===== src/logic/letc_core_pkg.sv =====
// Shared widths, memory-op and writeback-source codes for the E2/W back end; use by scoped name
`default_nettype none

package letc_core_pkg;

    // Data memory geometry
    localparam int NUM_BANKS  = 4;   // One bank per byte lane
    localparam int DMEM_WORDS = 256; // Depth of each bank

    // Datapath words
    typedef logic [31:0] word_t;     // ALU result, store/load data, CSR value
    typedef logic [4:0]  reg_idx_t;  // Destination register index

    // Byte-banked memory types
    typedef logic [7:0]                      byte_t;      // One bank entry
    typedef logic [1:0]                      byte_lane_t; // Byte offset inside a word
    typedef logic [$clog2(DMEM_WORDS)-1:0]   dmem_idx_t;  // Word index inside a bank

    // Memory operation codes
    // Loads first, then stores, NOP is zero
    typedef logic [3:0] mem_op_t;

    localparam mem_op_t MEM_OP_NOP = 4'd0; // No memory access
    localparam mem_op_t MEM_OP_LB  = 4'd1; // Load byte, sign extended
    localparam mem_op_t MEM_OP_LH  = 4'd2; // Load half, sign extended
    localparam mem_op_t MEM_OP_LW  = 4'd3; // Load word
    localparam mem_op_t MEM_OP_LBU = 4'd4; // Load byte, zero extended
    localparam mem_op_t MEM_OP_LHU = 4'd5; // Load half, zero extended
    localparam mem_op_t MEM_OP_SB  = 4'd6; // Store byte
    localparam mem_op_t MEM_OP_SH  = 4'd7; // Store half
    localparam mem_op_t MEM_OP_SW  = 4'd8; // Store word

    // Writeback source select
    typedef logic [1:0] rd_src_t;

    localparam rd_src_t RD_SRC_ALU = 2'd0; // ALU result
    localparam rd_src_t RD_SRC_MEM = 2'd1; // Aligned load data
    localparam rd_src_t RD_SRC_CSR = 2'd2; // Old CSR value

    // Code 3 is unused and falls back to the ALU result in W

endpackage : letc_core_pkg

`default_nettype wire


===== src/logic/letc_core_stage_w.sv =====
// Writeback stage: selects the register write value and drives the register file write port
`timescale 1ns/10ps
`default_nettype none

module letc_core_stage_w (
    // From E2 output flops
    input  wire logic                   i_w_valid,
    input  wire letc_core_pkg::rd_src_t  i_w_rd_src,
    input  wire letc_core_pkg::reg_idx_t i_w_rd_idx,
    input  wire logic                   i_w_rd_we,
    input  wire letc_core_pkg::word_t    i_w_alu_result,
    input  wire letc_core_pkg::word_t    i_w_old_csr_value,

    // From load alignment
    input  wire letc_core_pkg::word_t    i_load_data,

    // Register file write port
    output logic                        o_rd_we,
    output letc_core_pkg::reg_idx_t      o_rd_idx,
    output letc_core_pkg::word_t         o_rd_wdata
);

    // x0 is hardwired, never written
    assign o_rd_we  = i_w_valid && i_w_rd_we && (i_w_rd_idx != '0);
    assign o_rd_idx = i_w_rd_idx;

    // Source mux
    always_comb begin
        case (i_w_rd_src)
            letc_core_pkg::RD_SRC_ALU: o_rd_wdata = i_w_alu_result;
            letc_core_pkg::RD_SRC_MEM: o_rd_wdata = i_load_data;
            letc_core_pkg::RD_SRC_CSR: o_rd_wdata = i_w_old_csr_value; // CSR read value
            default:                   o_rd_wdata = i_w_alu_result;    // Unused code
        endcase
    end

endmodule : letc_core_stage_w

`default_nettype wire


===== config.mk =====
export PLATFORM = sky130hd
export DESIGN_NAME = letc_core_stage_w
export DESIGN_NICKNAME = d
export VERILOG_FILES = /design/src/logic/letc_core_pkg.sv /design/src/logic/letc_core_stage_w.sv
export SDC_FILE = /design/constraint.sdc
export NUM_CORES = 1
export LEC_CHECK = 0
export CAP_MARGIN = 20
export CORE_AREA = 2 2 56 58
export DETAILED_ROUTE_END_ITERATION = 10
export DIE_AREA = 0 0 58 60
export DONT_BUFFER_PORTS = 1
export GPL_TIMING_DRIVEN = 0
export PLACE_DENSITY_LB_ADDON = 0.12
export SYNTH_ARGS = -nofsm -noshare
export SYNTH_HDL_FRONTEND = slang
export SYNTH_SLANG_ARGS = --single-unit

===== constraint.sdc =====
create_clock -name vclk -period 1.6
set_input_delay 0.32 -clock vclk [all_inputs]
set_output_delay 0.32 -clock vclk [all_outputs]
set_load 0.01 [all_outputs]

==> impl_results.md <==
* Pins Over Slew Limit at 0
* Initial Util at 23.0%
* Via total after detailed routing at 948
* Simple-gate portion of the synthesized area at 18.9%
* Layout Cell Area excl Fill at 891 um^2
* Count of unresolved DRC violations after routing at 0
* Number of inserted filler cells in the final layout at 313
* Die outline area at 3480 um^2
* Distinct cells, synth at 10
* Static leakage at 0.000326 uW
* Worst hold slack after final layout at 733 ps
* Number of antenna violations at the first check in global routing at 0
* ANT cells at 0
* Hold Violations, Final at 0
* Sequential cell area fraction in the yosys report at 0%
* Antenna Nets Post-Route at 0
* Average footprint of a synthesized cell at 5.56 um^2
* Most frequent cells in the layout: nand2_1, a22oi_1, o21ai_2
* Transition at the pin with the smallest max-transition slack at 375 ps
* First-pass DRT Iterations at 4
* Global-route wire length before repair at 3280 um
* Flop pwr share at 0%
* Largest fanout on the critical path at 10
* Post-Syn Instances at 120
* Y dimension of the die at 60 um
* Unrepaired setup endpoints after global routing: true
* Total power divided by cell area at 415 nW/um^2
* Die Span X at 58 um
* End point of the worst hold path: o_rd_idx[4]
* Share of cell area taken by muxes after synthesis at 0%
* Drt via density at 6.20
* Worst hold-check path type: in -> out
* Switching Share at 64.6%
* Power share of the clock group at 0%
* Post-DP HPWL at 2180 um
* Setup crit start kind: input port
* Worst-case headroom to the max-slew limit at 74.7%
* Number of primary I/O pins at 143
* Seq_cells at 0
* Final Net Count at 229
* Area of all sequential standard cells at 0 um^2
* Setup_tns at 0 ps
* Post-synthesis net count at 227
* Commonest non-fill, non-tap cell in the layout: nand2_1
* Fraction of power consumed by combinational cells at 100.0%
* Placement Setup Slack at -177 ps
* Post-route fraction of the period consumed by the critical path at 97.3%
* Worst EP required at 1280 ps
* Smallest setup slack after layout at 43.2 ps
* Final setup violation count at 0
* Hold-critical path depth at 1
* Worst endpoint data arrival time at 1240 ps
* Average detailed-routed wire length per instance at 17.6 um
* Combinational family with the most area after synthesis: compound AO/OA/AOI/OAI gates
* Postcts setup bufs at 0
* Vias in the first global route at 729
* Worst setup EP type: output pin
* Row count at 20
* Drt total wl at 2690 um
* RePlAce Congestion at 0.635
* F_max at 642 MHz
* Xor and xnor area share after synthesis at 0%
* Global-route total usage across every layer at 11.9%
* CORE AREA at 2900 um^2
* Fraction of the mapped netlist area in adder cells at 3.75%
* Post-synthesis cell area at 667 um^2
* 1st-iter DRT viols at 22
* Count of clock-net buffers in the final layout at 0
* Number of hold buffers added after cts at 0
* Net switching power of the design at 239 uW
* Placement-stage cell area at 708 um^2
* Classification of the worst setup path: in -> out
* Result of the run: completed
* Minimum clock period after layout at 1560 ps
* Worst IR drop on VDD at 127 uV
* CP Launch Point: i_w_rd_src[0]
* Synthesis Warnings at 0
* Ratio of cells with drive above 1 in the final layout at 34.2%
* I/O Buffers at 0
* Max-capacitance violation count at 0
* Hold path startpoint: i_w_rd_idx[4]
* Fraction of the mapped netlist area in compound gates at 61.5%
* Remaining Overflow, GRT at 0
* Multi-input combinational cell area at 717 um^2
* Area Growth Syn to Fin at 33.6%
* Internal portion of total power at 131 uW
* Pin count of the biggest net entering global routing at 11
==> area by class of cell <==
class / instances / area share (%)
Multi-Input combinational cell: 100 / 80.5
Buffer: 18 / 14.0
Tap cell: 33 / 4.63
Inverter: 2 / 0.843
==> power by group through the flow <==
stage	Combinational (uW)	Clock [uW]	Sequential (uW)
CTS	285	0	0
detailed placement	268	0	0
finish	370	0	0
global placement	264	0	0
floorplan	222	0	0
global route	404	0	0
==> kinds of logic (layout without fill, tap and decap cells) <==
family | count (synthesis) | after routing
AOI/OAI and AO/OA | 65 | 65
and+or+nand+nor | 33 | 33
adders and majority gates | 2 | 2
buffers and inverters | 20 | 20
==> worst max path at each step <==
stage	to	slack, ps
after floorplan	o_rd_wdata[10]	50
after global placement	o_rd_wdata[19]	-170
after detailed placement	o_rd_wdata[19]	-180
after CTS	o_rd_wdata[6]	-90
after global routing	o_rd_wdata[11]	-30
final	o_rd_wdata[10]	40
==> timing repair <==
action | in CTS | in global routing
endpoints found under the setup margin | 30 | 32
pin swaps | 0 | 0
cloned | 0 | 0
gates resized for setup | 28 | 53
==> Yosys cell counts (all sizes together) <==
cell type  number  area [um^2]
clkbuf          4         15.0
buf            14         82.6
o311a           1         10.0
ha              2         25.0
a22oi          32          240
nand2          32          120
o21ai          32          160
inv             2         7.51
or3             1         6.26
==> metal layers <==
layer,share of wire (%),vias up,track usage (%)
met5,0,-,0
met1,35,428,12.1
met4,0,0,0
met2,57,77,27.4
met3,8.3,0,0.216
li1,-,443,-
==> per-stage QoR <==
step                      power, uW  std cells  util [%]
final                           370        153      30.7
after global routing            404        153      30.7
after CTS                       285        153      24.7
after detailed placement        268        153      24.4
after global placement          264        153      24.4
after floorplan                 222        120         -
==> critical path: stages <==
cell and delay [ps]:
inv_1 20, ha_1 270, clkbuf_4 190, buf_4 220, o21ai_2 210
Note: power is estimated with default switching activity, not from simulation.
