[src/logic/letc_core_pkg.sv]
// Shared widths, memory-op and writeback-source codes for the E2/W back end; use by scoped name
`default_nettype none

package letc_core_pkg;

    // Data memory geometry
    localparam int NUM_BANKS  = 4;   // One bank per byte lane
    localparam int DMEM_WORDS = 256; // Depth of each bank

    // Datapath words
    typedef logic [31:0] word_t;     // ALU result, store/load data, CSR value
    typedef logic [4:0]  reg_idx_t;  // Destination register index

    // Byte-banked memory types
    typedef logic [7:0]                      byte_t;      // One bank entry
    typedef logic [1:0]                      byte_lane_t; // Byte offset inside a word
    typedef logic [$clog2(DMEM_WORDS)-1:0]   dmem_idx_t;  // Word index inside a bank

    // Memory operation codes
    // Loads first, then stores, NOP is zero
    typedef logic [3:0] mem_op_t;

    localparam mem_op_t MEM_OP_NOP = 4'd0; // No memory access
    localparam mem_op_t MEM_OP_LB  = 4'd1; // Load byte, sign extended
    localparam mem_op_t MEM_OP_LH  = 4'd2; // Load half, sign extended
    localparam mem_op_t MEM_OP_LW  = 4'd3; // Load word
    localparam mem_op_t MEM_OP_LBU = 4'd4; // Load byte, zero extended
    localparam mem_op_t MEM_OP_LHU = 4'd5; // Load half, zero extended
    localparam mem_op_t MEM_OP_SB  = 4'd6; // Store byte
    localparam mem_op_t MEM_OP_SH  = 4'd7; // Store half
    localparam mem_op_t MEM_OP_SW  = 4'd8; // Store word

    // Writeback source select
    typedef logic [1:0] rd_src_t;

    localparam rd_src_t RD_SRC_ALU = 2'd0; // ALU result
    localparam rd_src_t RD_SRC_MEM = 2'd1; // Aligned load data
    localparam rd_src_t RD_SRC_CSR = 2'd2; // Old CSR value

    // Code 3 is unused and falls back to the ALU result in W

endpackage : letc_core_pkg

`default_nettype wire

[src/logic/letc_core_dmem_bank.sv]
// One byte-wide data memory bank with synchronous write and enabled registered read
`timescale 1ns/10ps
`default_nettype none

module letc_core_dmem_bank (
    input  wire logic                    i_clk,
    input  wire logic                    i_we,     // Write this lane
    input  wire logic                    i_rd_en,  // Update read register
    input  wire letc_core_pkg::dmem_idx_t i_idx,
    input  wire letc_core_pkg::byte_t     i_wbyte,
    output letc_core_pkg::byte_t          o_rbyte
);

    // Storage array, contents undefined after reset
    letc_core_pkg::byte_t mem [letc_core_pkg::DMEM_WORDS];

    // Write port
    always_ff @(posedge i_clk) begin
        if (i_we) begin
            mem[i_idx] <= i_wbyte;
        end
    end

    // Read port
    // Same-index write in this cycle returns the old byte
    always_ff @(posedge i_clk) begin
        if (i_rd_en) begin
            o_rbyte <= mem[i_idx]; // Holds while stalled
        end
    end

endmodule : letc_core_dmem_bank

`default_nettype wire

[config.mk]
export PLATFORM = sky130hd
export DESIGN_NAME = letc_core_dmem_bank
export DESIGN_NICKNAME = d
export VERILOG_FILES = /design/src/logic/letc_core_pkg.sv /design/src/logic/letc_core_dmem_bank.sv
export SDC_FILE = /design/constraint.sdc
export NUM_CORES = 2
export LEC_CHECK = 0
export BUFFER_PORTS_ARGS = -buffer_cell sky130_fd_sc_hd__buf_2
export CELL_PAD_IN_SITES_DETAIL_PLACEMENT = 1
export CELL_PAD_IN_SITES_GLOBAL_PLACEMENT = 1
export CORE_AREA = 3 3 356 445
export CTS_BUF_LIST = sky130_fd_sc_hd__clkbuf_16
export CTS_CLUSTER_DIAMETER = 40
export DETAILED_ROUTE_END_ITERATION = 7
export DIE_AREA = 0 0 359 448
export PLACE_DENSITY = 0.74
export SLEW_MARGIN = 30
export SYNTH_ARGS = -nofsm -noshare
export SYNTH_HDL_FRONTEND = slang
export SYNTH_SLANG_ARGS = --single-unit
[constraint.sdc]
create_clock -name i_clk -period 2.92 [get_ports i_clk]
set_input_delay 0.584 -clock i_clk [delete_from_list [all_inputs] [get_ports i_clk]]
set_output_delay 0.584 -clock i_clk [all_outputs]
set_load 0.02 [all_outputs]
==> qor.csv <==
stage,metric,value,unit
critical_path,Crit Path Class,in -> reg,
critical_path,Crit path arrival time,3.41,ns
cells_and_area,# fillers,12900,
sta,Final setup viols,0,
sta,Worst Tran Pin Value,0.926,ns
worst_hold_path,HP Class,in -> reg,
yosys,Gate Count Post-Synth,3547,
critical_path,CP max FO,13,
power_and_ir_drop,P_leak,29.8,nW
flow_run,max-cap viol count,0,
cells_and_area,layout overhead on the synthesized area,18.3,%
die,Die Wd,359,um
yosys,Synth Warn #,0,
yosys,Mapped Area,0.0786,mm^2
outcome,failing checks,design-rule violations,
global_route,gr ovfl total,0,
critical_path,cells along the critical path,"buf_8, buf_12, buf_12, mux4_2, a22oi_1, a21oi_1, o41ai_2, buf_4, nand4_1",
die,I/O pins,27,
cells_and_area,fraction of layout instances using a drive strength above 1,34.4,%
power_and_ir_drop,total power,63.2,mW
global_route,initial antenna violation count,11,
critical_path,Reg2Reg Setup Slack,0.10,ns
sta,final worst path period share,97.1,%
power_and_ir_drop,Reg power frac,51.6,%
drt,Remaining DRCs,2,
clocking,CTS Sinks,2056,
global_route,largest net degree at the start of global routing,149,
sta,Final Hold Vio Count,0,
critical_path,CP Data Required Time,3.50,ns
drt,"wirelength, routed",220000,um
worst_hold_path,Hold Startpoint,i_rd_en,
clocking,CTS Buf Count,204,
sta,final critical-path required period,2.83,ns
sta,Final WS setup,0.0851,ns
die,CORE AREA,0.154,mm^2
worst_hold_path,Min-Delay Path Depth,1,
placed_design,hpwl dp,136000,um
drt,DR vias,41100,
outcome,status,finished with violations,
power_and_ir_drop,Logic pwr share,5.1,%
yosys,"Avg Cell Area, Syn",22.2,um^2
die,row count,161,
critical_path,crit path launch type,input port,
yosys,post-synth cell types,21,
critical_path,CP endpoint kind,register,
clocking,CTS Buffer Depth,3,
clocking,H-tree depth,4,
global_route,global-route wire length before repair,320000,um
global_route,vias in the first global route,43900,
drt,DR iter-0 viols,5498,
drt,first-pass detailed-route iteration total,8,
critical_path,cell repeated most along the worst path,buf_12,
drt,ANT nets after route,0,
clocking,Post-CTS Setup Bufs,0,
critical_path,"Slowest-stage cell, CP",o41ai_2,
clocking,root buffer cell,clkbuf_16,
critical_path,CP peak stage delay,0.73,ns
drt,vias per cell,6.45,
power_and_ir_drop,Internal Power,49.5,mW
drt,routed len/inst,34.4,um
critical_path,worst reg2reg path depth,6,
clocking,Worst-Skew Late Latency,0.85,ns
clocking,CTS tree,done,
sta,Max Clk Rate,0.353,GHz
placed_design,Placer Congestion,0.830,
power_and_ir_drop,Clk pwr share,43.4,%
global_route,Tot GR Track Use,27.6,%
die,DIE AREA,0.161,mm^2
die,die height,448,um
critical_path,FF-to-FF Start,mem[250][1],
sta,max-slew violations,0,
power_and_ir_drop,maximum vdd drop,0.000583,V
yosys,Post-Syn Nets,3566,
die,Initial Util,50.9,%
power_and_ir_drop,switching share of power,21.6,%
sta,RSZ-0062 raised after global routing,no,
power_and_ir_drop,Psw,13.7,mW
placed_design,pre-CTS setup slack,-1.03,ns
cells_and_area,Final Net Count,4187,
clocking,clk slew on worst S/H paths,0.07,ns
yosys,sequential share of the synthesized area,78.6,%
placed_design,I/O Buffers,26,
yosys,Yosys reg bits,2056,
sta,Worst Skew,0.0290,ns
sta,relative slew slack,38.2,%
worst_hold_path,hold worst-path end,o_rbyte[2],
power_and_ir_drop,Power Dens Cells,680,mW/mm^2
critical_path,Reg2Reg Capture Point,o_rbyte[1],
[power by group through the flow]
stage                     clock [mW]  sequential, mW  combinational, mW
after floorplan                    0            33.2               1.45
after global routing            28.9            32.6               3.35
after global placement             0            33.2               3.05
final                           27.4            32.6               3.20
after CTS                       27.7            32.6               3.20
after detailed placement           0            33.2               3.17
[Yosys cell counts, drive strengths merged]
cell | instances | share of area [%]
buf | 87 | 0.70
nand2 | 28 | 0.13
nand3 | 13 | 0.083
or3 | 1 | 0.0080
nor2b | 7 | 0.056
inv | 1 | 0.0048
clkbuf | 145 | 0.69
mux4 | 512 | 15
o41ai | 32 | 0.36
edfxtp | 2056 | 79
nor2 | 232 | 1.1
nor3 | 30 | 0.19
nand2b | 6 | 0.048
a22oi | 256 | 2.4
a21oi | 128 | 0.82
nand4 | 8 | 0.064
and2 | 3 | 0.024
or2 | 2 | 0.016
[area by class of cell]
class | instances | area, um^2 | area share (%)
sequential | 2056 | 61700 | 66.4
multi-input combinational | 1258 | 15800 | 17.0
timing repair buffer | 647 | 5850 | 6.29
clock buffer | 208 | 5200 | 5.60
tap | 2037 | 2550 | 2.74
clock inverter | 165 | 1770 | 1.91
antenna | 3 | 7.51 | 0.00808
inverter | 1 | 3.75 | 0.00404
[kinds of logic (layout without fill, tap and decap cells)]
logic type | count (synthesis) | in the layout | share of synthesized area, %
buffers and inverters | 233 | 1021 | 1.40
AND/OR/NAND/NOR | 330 | 330 | 1.73
multiplexers | 512 | 512 | 14.7
flip-flops | 2056 | 2056 | 78.6
other | 0 | 3 | 0
AO/OA/AOI/OAI | 416 | 416 | 3.62
[cell usage in the layout (no fill, tap or decap), drive strengths merged]
master and instances:
a21oi 128, a22oi 256, and2 3, buf 638
bufinv 30, clkbuf 216, clkinv 76, clkinvlp 14
diode 3, dlygate4sd3 1, edfxtp 2056, inv 46
mux4 512, nand2 28, nand2b 6, nand3 13
nand4 8, nor2 232, nor2b 7, nor3 30
o41ai 32, or2 2, or3 1
[flip-flops by register name (all words and copies together), names as in the netlist]
| register | flops |
|---|---|
| mem | 2048 |
| o_rbyte | 8 |
[per-layer routing]
metal | vias to the layer above | GRT usage [%] | share of wire, %
met1 | 22100 | 35.3 | 36
met5 | - | 0 | 0.027
met4 | 8 | 12.1 | 4.5
met3 | 480 | 5.11 | 8.3
met2 | 2199 | 46.6 | 51
li1 | 16300 | - | -
[worst max path at each step]
stage                     start           to  slack, ns  depth (start not counted)
global route        mem[250][1]   o_rbyte[1]       0.03                          6
finish                 i_idx[0]   o_rbyte[1]       0.09                          9
detailed placement     i_idx[0]   o_rbyte[3]      -1.03                          9
floorplan              i_idx[1]  mem[111][0]       0.12                          9
CTS                 mem[250][1]   o_rbyte[1]       0.05                          6
global placement       i_idx[0]   o_rbyte[1]      -1.12                          9
[worst max-delay path: cells and delay by family]
kind	cells	cell delay [ns]
AND/OR/NAND/NOR	1	0.11
buffers and inverters	4	0.89
multiplexers	1	0.52
AO/OA/AOI/OAI	3	1.26
[through the flow]
step                      area (um^2)  hold slack, ns  cells  util, %  setup TNS [ns]
after floorplan                 78600           0.683   3547        -               0
after global placement          85900           0.856   5998     55.7           -6.07
after detailed placement        85900           0.859   5998     55.7           -5.97
after CTS                       92900           0.128   6372     60.2               0
after global routing            92900           0.129   6373     60.2               0
final                           92900           0.174   6375     60.2               0
[repair_timing]
action,in CTS,in global routing
setup endpoints to repair,1,2
endpoints found under the hold margin,2,0
pin swaps,0,0
hold buffers,1,0
resized for setup,1,2
Power figures use the tool's default switching activity.
