$ cat src/logic/letc_core_pkg.sv
// Shared widths, memory-op and writeback-source codes for the E2/W back end; use by scoped name
`default_nettype none

package letc_core_pkg;

    // Data memory geometry
    localparam int NUM_BANKS  = 4;   // One bank per byte lane
    localparam int DMEM_WORDS = 256; // Depth of each bank

    // Datapath words
    typedef logic [31:0] word_t;     // ALU result, store/load data, CSR value
    typedef logic [4:0]  reg_idx_t;  // Destination register index

    // Byte-banked memory types
    typedef logic [7:0]                      byte_t;      // One bank entry
    typedef logic [1:0]                      byte_lane_t; // Byte offset inside a word
    typedef logic [$clog2(DMEM_WORDS)-1:0]   dmem_idx_t;  // Word index inside a bank

    // Memory operation codes
    // Loads first, then stores, NOP is zero
    typedef logic [3:0] mem_op_t;

    localparam mem_op_t MEM_OP_NOP = 4'd0; // No memory access
    localparam mem_op_t MEM_OP_LB  = 4'd1; // Load byte, sign extended
    localparam mem_op_t MEM_OP_LH  = 4'd2; // Load half, sign extended
    localparam mem_op_t MEM_OP_LW  = 4'd3; // Load word
    localparam mem_op_t MEM_OP_LBU = 4'd4; // Load byte, zero extended
    localparam mem_op_t MEM_OP_LHU = 4'd5; // Load half, zero extended
    localparam mem_op_t MEM_OP_SB  = 4'd6; // Store byte
    localparam mem_op_t MEM_OP_SH  = 4'd7; // Store half
    localparam mem_op_t MEM_OP_SW  = 4'd8; // Store word

    // Writeback source select
    typedef logic [1:0] rd_src_t;

    localparam rd_src_t RD_SRC_ALU = 2'd0; // ALU result
    localparam rd_src_t RD_SRC_MEM = 2'd1; // Aligned load data
    localparam rd_src_t RD_SRC_CSR = 2'd2; // Old CSR value

    // Code 3 is unused and falls back to the ALU result in W

endpackage : letc_core_pkg

`default_nettype wire

$ cat src/logic/letc_core_stage_e2.sv
// Second execute stage: drives the data memory request and registers the instruction into W
`timescale 1ns/10ps
`default_nettype none

module letc_core_stage_e2 (
    // Clock and reset
    input  wire logic                   i_clk,
    input  wire logic                   i_rst_n,

    // Hazard levels, never both high
    input  wire logic                   i_stage_stall,
    input  wire logic                   i_stage_flush,

    // From E1
    input  wire logic                   i_e1_valid,
    input  wire letc_core_pkg::mem_op_t  i_e1_mem_op,
    input  wire letc_core_pkg::rd_src_t  i_e1_rd_src,
    input  wire letc_core_pkg::reg_idx_t i_e1_rd_idx,
    input  wire logic                   i_e1_rd_we,
    input  wire letc_core_pkg::word_t    i_e1_alu_result,
    input  wire letc_core_pkg::word_t    i_e1_rs2_rdata,
    input  wire letc_core_pkg::word_t    i_e1_old_csr_value,

    // Data memory request
    output logic                        o_mem_store,
    output logic                        o_mem_rd_en,
    output letc_core_pkg::mem_op_t       o_mem_op,
    output letc_core_pkg::word_t         o_mem_addr,
    output letc_core_pkg::word_t         o_mem_wdata,

    // To W
    output logic                        o_w_valid,
    output letc_core_pkg::mem_op_t       o_w_mem_op,
    output letc_core_pkg::byte_lane_t    o_w_byte_lane,
    output letc_core_pkg::rd_src_t       o_w_rd_src,
    output letc_core_pkg::reg_idx_t      o_w_rd_idx,
    output logic                        o_w_rd_we,
    output letc_core_pkg::word_t         o_w_alu_result,
    output letc_core_pkg::word_t         o_w_old_csr_value
);

    logic is_store; // Any of SB, SH, SW

    assign is_store = (i_e1_mem_op == letc_core_pkg::MEM_OP_SB) ||
                      (i_e1_mem_op == letc_core_pkg::MEM_OP_SH) ||
                      (i_e1_mem_op == letc_core_pkg::MEM_OP_SW);

    // Memory answers in one cycle, so no busy path
    assign o_mem_store = i_e1_valid && is_store && !i_stage_flush && !i_stage_stall;
    assign o_mem_rd_en = !i_stage_stall;   // Bank read regs hold with the stage
    assign o_mem_op    = i_e1_mem_op;
    assign o_mem_addr  = i_e1_alu_result;  // ALU computed the address
    assign o_mem_wdata = i_e1_rs2_rdata;

    // Valid bit of the output flop stage
    always_ff @(posedge i_clk) begin
        if (!i_rst_n) begin
            o_w_valid <= 1'b0;
        end else if (!i_stage_stall) begin
            if (i_stage_flush) begin
                o_w_valid <= 1'b0; // Squash next W
            end else begin
                o_w_valid <= i_e1_valid;
            end
        end
    end

    // Payload follows valid, held on stall
    always_ff @(posedge i_clk) begin
        if (!i_stage_stall) begin
            o_w_mem_op        <= i_e1_mem_op;
            o_w_byte_lane     <= i_e1_alu_result[$bits(letc_core_pkg::byte_lane_t)-1:0];
            o_w_rd_src        <= i_e1_rd_src;
            o_w_rd_idx        <= i_e1_rd_idx;
            o_w_rd_we         <= i_e1_rd_we;
            o_w_alu_result    <= i_e1_alu_result;
            o_w_old_csr_value <= i_e1_old_csr_value;
        end
    end

endmodule : letc_core_stage_e2

`default_nettype wire

$ cat config.mk
export PLATFORM = sky130hd
export DESIGN_NAME = letc_core_stage_e2
export DESIGN_NICKNAME = d
export VERILOG_FILES = /design/src/logic/letc_core_pkg.sv /design/src/logic/letc_core_stage_e2.sv
export SDC_FILE = /design/constraint.sdc
export NUM_CORES = 1
export LEC_CHECK = 0
export BUFFER_PORTS_ARGS = -buffer_cell sky130_fd_sc_hd__buf_2
export CAP_MARGIN = 20
export CORE_AREA = 2 2 103 105
export DETAILED_ROUTE_END_ITERATION = 16
export DIE_AREA = 0 0 105 107
export PLACE_DENSITY = 0.71
export RECOVER_POWER = 50
export SKIP_CTS_REPAIR_TIMING = 1
export SLEW_MARGIN = 40
export SYNTH_ARGS = -nofsm -noshare
export SYNTH_HDL_FRONTEND = slang
export SYNTH_SLANG_ARGS = --single-unit
$ cat constraint.sdc
create_clock -name i_clk -period 2.1 [get_ports i_clk]
set_input_delay 0 -clock i_clk [delete_from_list [all_inputs] [get_ports i_clk]]
set_output_delay 0 -clock i_clk [all_outputs]
set_load 0.02 [all_outputs]
==> run summary <==
The tightest min-delay check is of the input pin to primary output type. The via count of the first global-routing pass came out at 1550. For the final number of max-transition violations, the log shows 0.

Area of the mapped netlist: 2874 um^2. The worst-skew pair later-pin latency was 0.35 ns; the maximum buffer depth of the clock tree was 2. The final layout contains routed wiring with a total length of 7207 um. The slowest stage of the critical path is the clkbuf_2 cell. Once routing completed, OpenROAD measured the worst setup slack at 0.5815 ns.

Across the run, the number of max-cap violations was 0. For the data arrival time at the worst-slack endpoint, the log shows 1.52 ns. The Yosys step of the flow raised 0 warnings. The area share of the leading cell type in the synthesized netlist came out at 79.41%.

For the count of endpoints failing hold in the final timing report, the log shows 0. The synthesized design spends more area on one cell type than any other, namely edfxtp_1. The power density over the cells works out to 781.5 nW/um^2. The synthesized netlist net count is 267. Setup repair after global routing left no endpoint under its margin. Walking the worst path, the cells encountered are clkbuf_1, clkinvlp_2, clkbuf_2, buf_2. The number of antenna diodes in the final layout is 0. Entering global routing, the biggest net connects 47 pins. TritonCTS built the clock tree.

By area the synthesized netlist is led by edfxtp_1 (79%), buf_4 (18%), dfxtp_1 (0.70%), or4b_1 (0.35%), or3b_1 (0.30%). The worst setup path is launched from an input pin. VDD sags by at most 0.2806 mV. For this run, the number of standard cells in the final layout without fillers is 513. Global routing consumed, over all layers together, 10.21% of the routing resources. Critical path capture point type: a primary output.

Counting the buffers created by CTS gives 9. Measured slew at the worst slew-check pin: 1.125 ns. The number of buffers and inverters on the critical path came out at 4.

The area of the placeable core is 10090 um^2, and the number of buffers added on ports is 197. The filler cells instantiated in the layout total 920. The clock period could shrink to 1.518 ns. The cell count after synthesis came out at 154.

Once layout is done, the placed cells without fillers occupy 4464 um^2. The run finished with clean final reports. Summing all placed instances gives a cell area of 3533 um^2.

Averaged over all synthesized cells, the footprint is 18.66 um^2. The run gives 262 as the boundary pin count. The die footprint is 11240 um^2, and the global-route wire length before repair is 8369 um. Of the synthesized area, sequential elements account for 80.10%. The highest cell delay on the worst timing path is 0.87 ns. Timing would allow up to 658.5 MHz.

Final hold analysis gives a worst-case slack of 0.000007743 ns. Summed over all nets, the half-perimeter wirelength after detailed placement is 4904 um. Using the TritonRoute via totals, the vias-per-cell ratio works out to 3.893. The cell family contributing the most delay on the critical path is buffers and inverters.

The chip height was 107 um; the horizontal extent of the die was 105 um. In the finished design, the share of the clock period the worst path needs comes to 72.31%. The detailed router finished its first iteration with 37 violations. For the final database, setup skew stands at 0 ns. Root cell of the clock tree: clkbuf_8. Number of nets in the layout: 485. By startpoint and endpoint, the worst setup path is classified as input pin to primary output.

The sequential cells in the finished layout cover a total of 2302 um^2. Row generation in the floorplan step produced 37 rows. The tree built by TritonCTS fans out to 77 sinks. In the routed design, unresolved DRC markers number 0. The total negative slack came out at 0 ns. In this run, distinct cell masters in the synthesized netlist total 10. The initial antenna violation count is 0, and the initial cell density of the core is 28.48%. The number of synthesized register bits was 77; the pre-CTS setup slack was 1.142 ns.

The logs give 0 for the overflow left after global routing and 2.10 ns for the required time of the critical path. The number of search-and-repair iterations in the first detailed-routing pass was 4; the area growth from synthesis to layout was 55.33%. The number of routed nets with antenna violations came out at 0. The total number of vias was 1997; the number of H-tree levels was 3. Measured against its own limit, the worst slew margin works out to 25.03%. The fraction of final layout cells sized beyond drive strength 1 is 52.52%, and the routability-driven placement congestion ratio is 0.6876.

The worst-path maximum fanout was 46. The analysis attributes to cell leakage a power of 1.918 nW. The number of setup violations in the final report is 0, and the post-detailed-route wirelength per cell is 14.05 um. The area used by multi-input combinational logic is 42.54 um^2.

The number of placed instances, taps included, is 419.
-- worst register-to-register path, delay by kind of cell, from the launching register on --
| family | cells | cell delay, ns |
|---|---|---|
| AO/OA/AOI/OAI | 1 | 0.15 |
| buffers and inverters | 1 | 0.56 |
| AND/OR/NAND/NOR | 1 | 0.05 |
| flip-flops | 1 | 0.34 |
-- cell usage after synthesis --
cell type   n
or4b_1      1
inv_1       1
edfxtp_1   76
dfxtp_1     1
a21boi_0    1
nand3b_1    1
buf_4      70
nand2_1     1
or3b_1      1
a21oi_1     1
-- per-stage QoR --
step	total power, W	utilization, %
final	0.003489	44.24
after global routing	0.003643	44.24
after CTS	0.003450	36.87
after detailed placement	0.002376	35.01
after global placement	0.002369	35.01
after floorplan	0.002272	-
-- path summary, 6_finish.rpt --
check                    startpoint                     end  slack [ns]  cells after the start
max                   i_stage_stall             o_mem_rd_en        0.58                      4
min              i_e1_rs2_rdata[23]         o_mem_wdata[23]    0.000008                      0
max reg2reg  o_w_valid$_SDFFE_PN0N_  o_w_valid$_SDFFE_PN0N_        0.96                      3
min reg2reg  o_w_valid$_SDFFE_PN0N_  o_w_valid$_SDFFE_PN0N_        1.03                      3
-- sequential cells by signal, summed over array words and instances (netlist names) --
register,count
o_w_rd_src,2
o_w_byte_lane,1
o_w_alu_result,31
o_w_old_csr_value,32
o_w_rd_idx,5
o_w_valid,1
o_w_rd_we,1
o_w_mem_op,4
-- per-layer routing --
layer | GRT usage (%) | part of all wire (%) | vias up | routed length [um]
li1 | - | - | 915 | -
met1 | 10.63 | 36 | 926 | 2591
met2 | 17.72 | 53 | 134 | 3824
met3 | 4.073 | 8.4 | 22 | 603
met4 | 5.429 | 2.6 | 0 | 187
met5 | 0 | 0 | - | 0
-- kinds of logic after synthesis --
kind of cell,after synthesis,synth area share [%]
AND/OR/NAND/NOR,4,1.045
flip-flops,77,80.10
buffers and inverters,71,18.42
AO/OA/AOI/OAI,2,0.4353
-- area by class of cell --
class / count / area share (%)
multi-input cells: 6 / 0.9529
clock inverters: 7 / 1.429
repair buffers: 277 / 39.35
flip-flops and latches: 77 / 51.57
inverters: 1 / 0.1121
clock buffers: 9 / 2.775
well taps: 136 / 3.812
-- cell usage in the layout, fill, tap and decap left out, drive strengths merged --
| master | netlist | final |
|---|---|---|
| buf | 70 | 180 |
| dlygate4sd3 | 0 | 78 |
| edfxtp | 76 | 76 |
| clkbuf | 0 | 28 |
| inv | 1 | 4 |
| clkinvlp | 0 | 3 |
| or4b | 1 | 1 |
| nand3b | 1 | 1 |
| or3b | 1 | 1 |
| a21oi | 1 | 1 |
| nand2 | 1 | 1 |
| a21boi | 1 | 1 |
| clkinv | 0 | 1 |
| dfxtp | 1 | 1 |
-- where the power goes --
group | internal (W) | leakage [nW] | switching [W] | total (W)
registers | 0.00182 | 0.752 | 0.0000293 | 0.00185
clock network | 0.000455 | 0.0903 | 0.000587 | 0.00104
logic | 0.000248 | 1.08 | 0.000348 | 0.000597
Power figures use the tool's default switching activity.
