## src/logic/letc_core_pkg.sv

```systemverilog
// Shared widths, memory-op and writeback-source codes for the E2/W back end; use by scoped name
`default_nettype none

package letc_core_pkg;

    // Data memory geometry
    localparam int NUM_BANKS  = 4;   // One bank per byte lane
    localparam int DMEM_WORDS = 256; // Depth of each bank

    // Datapath words
    typedef logic [31:0] word_t;     // ALU result, store/load data, CSR value
    typedef logic [4:0]  reg_idx_t;  // Destination register index

    // Byte-banked memory types
    typedef logic [7:0]                      byte_t;      // One bank entry
    typedef logic [1:0]                      byte_lane_t; // Byte offset inside a word
    typedef logic [$clog2(DMEM_WORDS)-1:0]   dmem_idx_t;  // Word index inside a bank

    // Memory operation codes
    // Loads first, then stores, NOP is zero
    typedef logic [3:0] mem_op_t;

    localparam mem_op_t MEM_OP_NOP = 4'd0; // No memory access
    localparam mem_op_t MEM_OP_LB  = 4'd1; // Load byte, sign extended
    localparam mem_op_t MEM_OP_LH  = 4'd2; // Load half, sign extended
    localparam mem_op_t MEM_OP_LW  = 4'd3; // Load word
    localparam mem_op_t MEM_OP_LBU = 4'd4; // Load byte, zero extended
    localparam mem_op_t MEM_OP_LHU = 4'd5; // Load half, zero extended
    localparam mem_op_t MEM_OP_SB  = 4'd6; // Store byte
    localparam mem_op_t MEM_OP_SH  = 4'd7; // Store half
    localparam mem_op_t MEM_OP_SW  = 4'd8; // Store word

    // Writeback source select
    typedef logic [1:0] rd_src_t;

    localparam rd_src_t RD_SRC_ALU = 2'd0; // ALU result
    localparam rd_src_t RD_SRC_MEM = 2'd1; // Aligned load data
    localparam rd_src_t RD_SRC_CSR = 2'd2; // Old CSR value

    // Code 3 is unused and falls back to the ALU result in W

endpackage : letc_core_pkg

`default_nettype wire

```

## src/logic/letc_core_dmem_steer.sv

```systemverilog
// Store steering: turns one access into per-bank write enables, write bytes and a word index
`timescale 1ns/10ps
`default_nettype none

module letc_core_dmem_steer (
    input  wire logic                  i_store,   // Qualified store strobe from E2
    input  wire letc_core_pkg::mem_op_t i_mem_op,
    input  wire letc_core_pkg::word_t   i_addr,
    input  wire letc_core_pkg::word_t   i_wdata,

    output logic [letc_core_pkg::NUM_BANKS-1:0]                     o_bank_we,
    output letc_core_pkg::byte_t [letc_core_pkg::NUM_BANKS-1:0]     o_bank_wbyte,
    output letc_core_pkg::dmem_idx_t                                o_word_idx
);

    letc_core_pkg::byte_lane_t lane;

    assign lane       = i_addr[$bits(letc_core_pkg::byte_lane_t)-1:0];
    // Word index sits right above the lane bits, higher bits ignored
    assign o_word_idx = i_addr[$bits(letc_core_pkg::byte_lane_t) +: $bits(letc_core_pkg::dmem_idx_t)];

    always_comb begin
        o_bank_we    = '0;
        o_bank_wbyte = i_wdata; // Word layout by default

        case (i_mem_op)
            letc_core_pkg::MEM_OP_SB: begin
                for (int i = 0; i < letc_core_pkg::NUM_BANKS; i++) begin
                    o_bank_wbyte[i] = i_wdata[7:0]; // Low byte on every lane
                    o_bank_we[i]    = i_store && (lane == letc_core_pkg::byte_lane_t'(i));
                end
            end
            letc_core_pkg::MEM_OP_SH: begin
                // Low half on both halves, bit 1 picks the pair
                for (int i = 0; i < letc_core_pkg::NUM_BANKS; i++) begin
                    o_bank_wbyte[i] = i_wdata[8*(i%2) +: 8];
                    o_bank_we[i]    = i_store && (lane[1] == (i >= 2));
                end
            end
            letc_core_pkg::MEM_OP_SW: begin
                o_bank_we = {letc_core_pkg::NUM_BANKS{i_store}}; // All lanes
            end
            default: begin
                o_bank_we = '0; // Loads and NOP never write
            end
        endcase
    end

endmodule : letc_core_dmem_steer

`default_nettype wire

```

## config.mk

```make
export PLATFORM = sky130hd
export DESIGN_NAME = letc_core_dmem_steer
export DESIGN_NICKNAME = d
export VERILOG_FILES = /design/src/logic/letc_core_pkg.sv /design/src/logic/letc_core_dmem_steer.sv
export SDC_FILE = /design/constraint.sdc
export NUM_CORES = 1
export LEC_CHECK = 0
export BUFFER_PORTS_ARGS = -buffer_cell sky130_fd_sc_hd__buf_2
export CORE_ASPECT_RATIO = 0.6
export CORE_UTILIZATION = 27
export DETAILED_ROUTE_END_ITERATION = 8
export PLACE_DENSITY = 0.84
export REMOVE_ABC_BUFFERS = 1
export SLEW_MARGIN = 20
export SYNTH_ARGS = -nofsm -noshare
export SYNTH_HDL_FRONTEND = slang
export SYNTH_SLANG_ARGS = --single-unit
export TNS_END_PERCENT = 100
```

## constraint.sdc

```tcl
create_clock -name vclk -period 1.2
set_input_delay 0.18 -clock vclk [all_inputs]
set_output_delay 0.18 -clock vclk [all_outputs]
set_load 0.03 [all_outputs]
```

==> metrics.txt, run 1 <==
Area Overhead vs Synth=80.3%; CP Buf/Inv Count=2; slowest stage delay, CP=0.34 ns; CP dominant cell by count=buf_6; sequential share of the synthesized area=0%; crit path DAT=about 1.2 ns; routed via count=between 700 and 800; Crit Path Category=in2out; HPWL Detailed=about 1.7 mm; crit end category=output pin; DR top layer=met3; wire per inst=~14 µm; most frequent cells in the layout=52 x buf_2, 15 x buf_4, 14 x buf_6; Placement Rows=12; slew of the pin with the lowest slew margin=between 0.2 and 0.25 ns; setup TNS=-2.38 ns; Post-Place Cells=161; DR WL met3=288 µm; gpl congestion=around 0.7; Fin. Hold Viols=0; drt first pass iters=2; number of global-route vias before repair=between 600 and 700; Slew headroom=about 86%; unique cell type count in the Yosys netlist=16; Placed Area=912 µm²; pin count of the biggest net entering global routing=13; drt via density=about 4.6; DR DRC count=0; gr ovfl total=0; initial antenna violation count=0; PD cells=485 nW/µm²; Post-Syn Area=about 600 µm²; buffers added on ports=between 70 and 80; setup ws final=-0.152 ns; Cells after Synth=between 70 and 80; syn_area_per_cell=about 8.5 µm²; # diodes=0; Final ANT Viol Nets=0; Startpoint Class=input port; setup violators final=21; first-pass GRT wire length=just over 3 mm; worst hold-check path type=in2out; Warnings, synthesis=0; Ports=roughly 110; sequential cell count=0; register area=0 µm²; period utilisation layout=113%; Starting Density=between 30% and 40%; failing checks=setup timing; cell family with most CP delay=simple AND/OR/NAND/NOR gates; fmax=about 740 MHz; WP data required=~1.0 ns; layout cell share with drive strength beyond 1=about four fifths; WL final=~2.2 mm; Slowest-stage cell, CP=mux2_4; Nets=roughly 200; die area=between 2000 and 2500 µm²; commonest non-fill, non-tap cell in the layout=buf_2; Max Cap Viol=0; LEAKAGE=0.629 nW; WL met1=about 760 µm; outcome=complete, but fails checks; Slew Viols, Final=0; post-route insts no fill=around 160; Core Footprint=just under 2000 µm²; clock period minus worst slack=approximately 1.4 ns; initial DRC count=15; CP cell instances=buf_6 -> nand3b_4 -> nor2_8 -> mux2_4 -> buf_6; total track usage=~16%; RSZ-0062 raised after global routing=yes; die height=between 30 and 40 µm; post-route cell area=approximately 1100 µm²; Max IR drop VDD=0.000217 V; metal2 WL=around 1.2 mm; CP Max Fanout=8; Die W=about 63 µm; # clk buffers=0
## timing repair
item,in CTS,in global routing
pin swaps,1,1
setup buffers,0,1
setup endpoints to repair,28,27
resized for setup,43,16
cloned,0,0
hold buffers,0,0
## synthesized netlist by cell type
cell      number  share of area (%)
mux2i_1        8                 13
mux2_4         4                 10
nand4b_1       1                1.5
nor2_8         1                3.3
o31ai_1        4                5.0
inv_1          1               0.62
nor2_1         1               0.62
o21ai_0        8                6.6
nand2_1        9                5.6
buf_6          2                3.7
nor2b_1        1                1.0
mux2_2        12                 22
nand3b_4       1                3.3
buf_4         16                 20
nor4b_2        1                2.5
clkbuf_1       1               0.62
## metrics by stage
| step | power, mW | hold WS, ns | utilization (%) | setup WS, ns |
|---|---|---|---|---|
| CTS | 0.505 | 0.360 | 52.9 | -0.156 |
| detailed placement | 0.443 | 0.360 | 46.4 | -0.197 |
| global placement | 0.433 | 0.360 | 46.4 | -0.176 |
| finish | 0.527 | 0.360 | 55.3 | -0.152 |
| floorplan | 0.232 | 0.360 | - | -0.248 |
| global route | 0.555 | 0.360 | 55.3 | -0.179 |
## routing by layer
metal,vias to the layer above,global-route usage [%]
li1,364,-
met1,335,16.3
met2,45,33.3
met3,0,8.24
met4,0,0
met5,-,0
## cell families after synthesis
group / Yosys count / share of synthesized area, %
compound gates: 12 / 11.6
buf+inv: 20 / 24.9
mux: 24 / 45.6
simple gates: 15 / 17.8
## cell type report
| cell class | count | area [µm²] |
|---|---|---|
| fillers | 204 | 880 |
| repair buffers | 82 | 546 |
| multi-input cells | 51 | 503 |
| well taps | 28 | 35.0 |
| inverters | 1 | 3.75 |
## report_power, final
group          switching (mW)  total (mW)  internal [mW]
Clock                       0           0              0
Combinational           0.292       0.527          0.236
Sequential                  0           0              0
Total                   0.292       0.527          0.236
## path summary, 6_finish.rpt
path / startpoint / to / slack (ns) / cells past startpoint
max: i_mem_op[3] / o_bank_wbyte[11] / -0.15 / 5
min: i_addr[2] / o_word_idx[0] / 0.36 / 0
(Power assumes the default switching activity.)
==> run 2, diff against run 1 <==
Settings changed: CORE_MARGIN from default to 3, CORE_UTILIZATION 27 to 25, PLACE_DENSITY 0.84 to 0.81.
Clock period 1.2 ns to 1.15 ns, I/O delays scaled along.
==> run 2 against run 1 <==
  * The run still ends with setup timing left
  * Final area increased by 12%
  * Non-clock buffer count is 4 higher
  * Sequential cell count stayed put
  * Cell count increased by 3.7%
  * Total power rose by 13%
  * First-iteration DRC count fell by 27%
  * Via count grew 5.1%
  * Hold slack lost 0.015 ns
  * Worst setup slack worse by 0.063 ns
  * Wire length rose by 2.5%
  * Largest cell class unchanged
  * Largest power group unchanged
  * Highest routed layer unchanged
==> metrics.txt, run 2 (same netlist as run 1, synthesis figures left out) <==
outcome=complete, but fails checks; failing checks=setup timing; switching share of power=between 50% and 60%; Fin. Hold Viols=0; slew of the pin with the lowest slew margin=~0.24 ns; Slew headroom=83.6%; clock period minus worst slack=approximately 1.4 ns; Starting Density=27.1%; drt first pass iters=4; M2 GR Usage=23.3%; die area=about 3100 µm²; Max Cap Viol=0; number of global-route vias before repair=695; routed via count=between 700 and 800; Final ANT Viol Nets=0; LEAKAGE=around 0.69 nW; WL final=~2.3 mm; Area Overhead vs Synth=101%; total track usage=a little under an eighth; gr ovfl total=0; Nets=about 210; Ports=113; sequential cell count=0; PD cells=492 nW/µm²; # diodes=0; Die W=just under 70 µm; # clk buffers=0; DR DRC count=0; Flop pwr share=0%; register area=0 µm²; met3 Track Usage GR=under 10%; drt via density=around 4.7; layout cell share with drive strength beyond 1=around four fifths; setup TNS=-4.24 ns; die height=44.0 µm; gpl congestion=approximately 0.66; initial antenna violation count=0; setup ws final=-0.214 ns; commonest non-fill, non-tap cell in the layout=buf_2; crit end category=output pin; setup violators final=28; buffers added on ports=75; worst hold-check path type=in2out; WP data required=slightly below 1 ns; Placed Area=approximately 900 µm²; most frequent cells in the layout=46 x buf_2, 21 x buf_6, 15 x buf_4; fmax=around 730 MHz; HPWL Detailed=between 1.5 and 2 mm; pin count of the biggest net entering global routing=13; sw power=315 µW; wire per inst=around 14 µm; Startpoint Class=input port; clock share of power=0%; crit path DAT=between 1 and 1.5 ns; Place WS=-0.191 ns; GRT met1 Usage=14.4%; Max IR drop VDD=about 0.00023 V; Slew Viols, Final=0; CP Max Fanout=8; period utilisation layout=119%; Core Footprint=roughly 2200 µm²; Crit Path Category=in2out; first-pass GRT wire length=between 3 and 4 mm; initial DRC count=11; GR peak layer=met2; Internal=approximately 280 µW; Comb power frac=100.0%; cts hold-fix bufs=0; Placement Rows=13; post-route cell area=around 1200 µm²; RSZ-0062 raised after global routing=yes
run 2: per-stage QoR:
| step | power, mW | hold slack (ns) | cells | utilization (%) |
|---|---|---|---|---|
| 6_report | 0.598 | 0.345 | 168 | 54.5 |
| 5_1_grt | 0.631 | 0.345 | 168 | 54.5 |
| 4_1_cts | 0.524 | 0.345 | 164 | 46.6 |
| 3_5_place_dp | 0.464 | 0.345 | 164 | 41.4 |
| 3_3_place_gp | 0.460 | 0.345 | 164 | 41.4 |
| 2_1_floorplan | 0.242 | 0.345 | 52 | - |
run 2: final timing paths:
kind	start	to	slack, ns	cells after the start
worst min-delay path	i_addr[7]	o_word_idx[5]	0.35	0
worst max-delay path	i_mem_op[3]	o_bank_wbyte[9]	-0.21	5
run 2: layout make-up:
type,count,area [µm²]
fill,183,1010
inverter,1,3.75
multi-input combinational,51,514
tap,30,37.5
timing repair buffer,86,659
run 2: per-layer routing:
metal / vias to the layer above / part of all wire, %
met3: 0 / 8.6
met1: 366 / 39
met2: 40 / 53
li1: 376 / -
met5: - / 0
met4: 0 / 0
run 2: worst max-delay path, cell delays in order:
cell and delay [ns]:
buf_6 0.09, nand3b_4 0.21, nor2_8 0.23, mux2_4 0.34, buf_6 0.14
run 2: timing repair:
item / CTS / global route
buffers inserted: 0 / 2
gates cloned: 0 / 2
pin swaps: 1 / 5
gates resized for setup: 39 / 41
endpoints found under the setup margin: 28 / 28
run 2: power by group through the flow:
stage	combinational (mW)	clock, mW	sequential [mW]
after floorplan	0.242	0	0
after global placement	0.460	0	0
after detailed placement	0.464	0	0
after CTS	0.524	0	0
after global routing	0.631	0	0
final	0.598	0	0
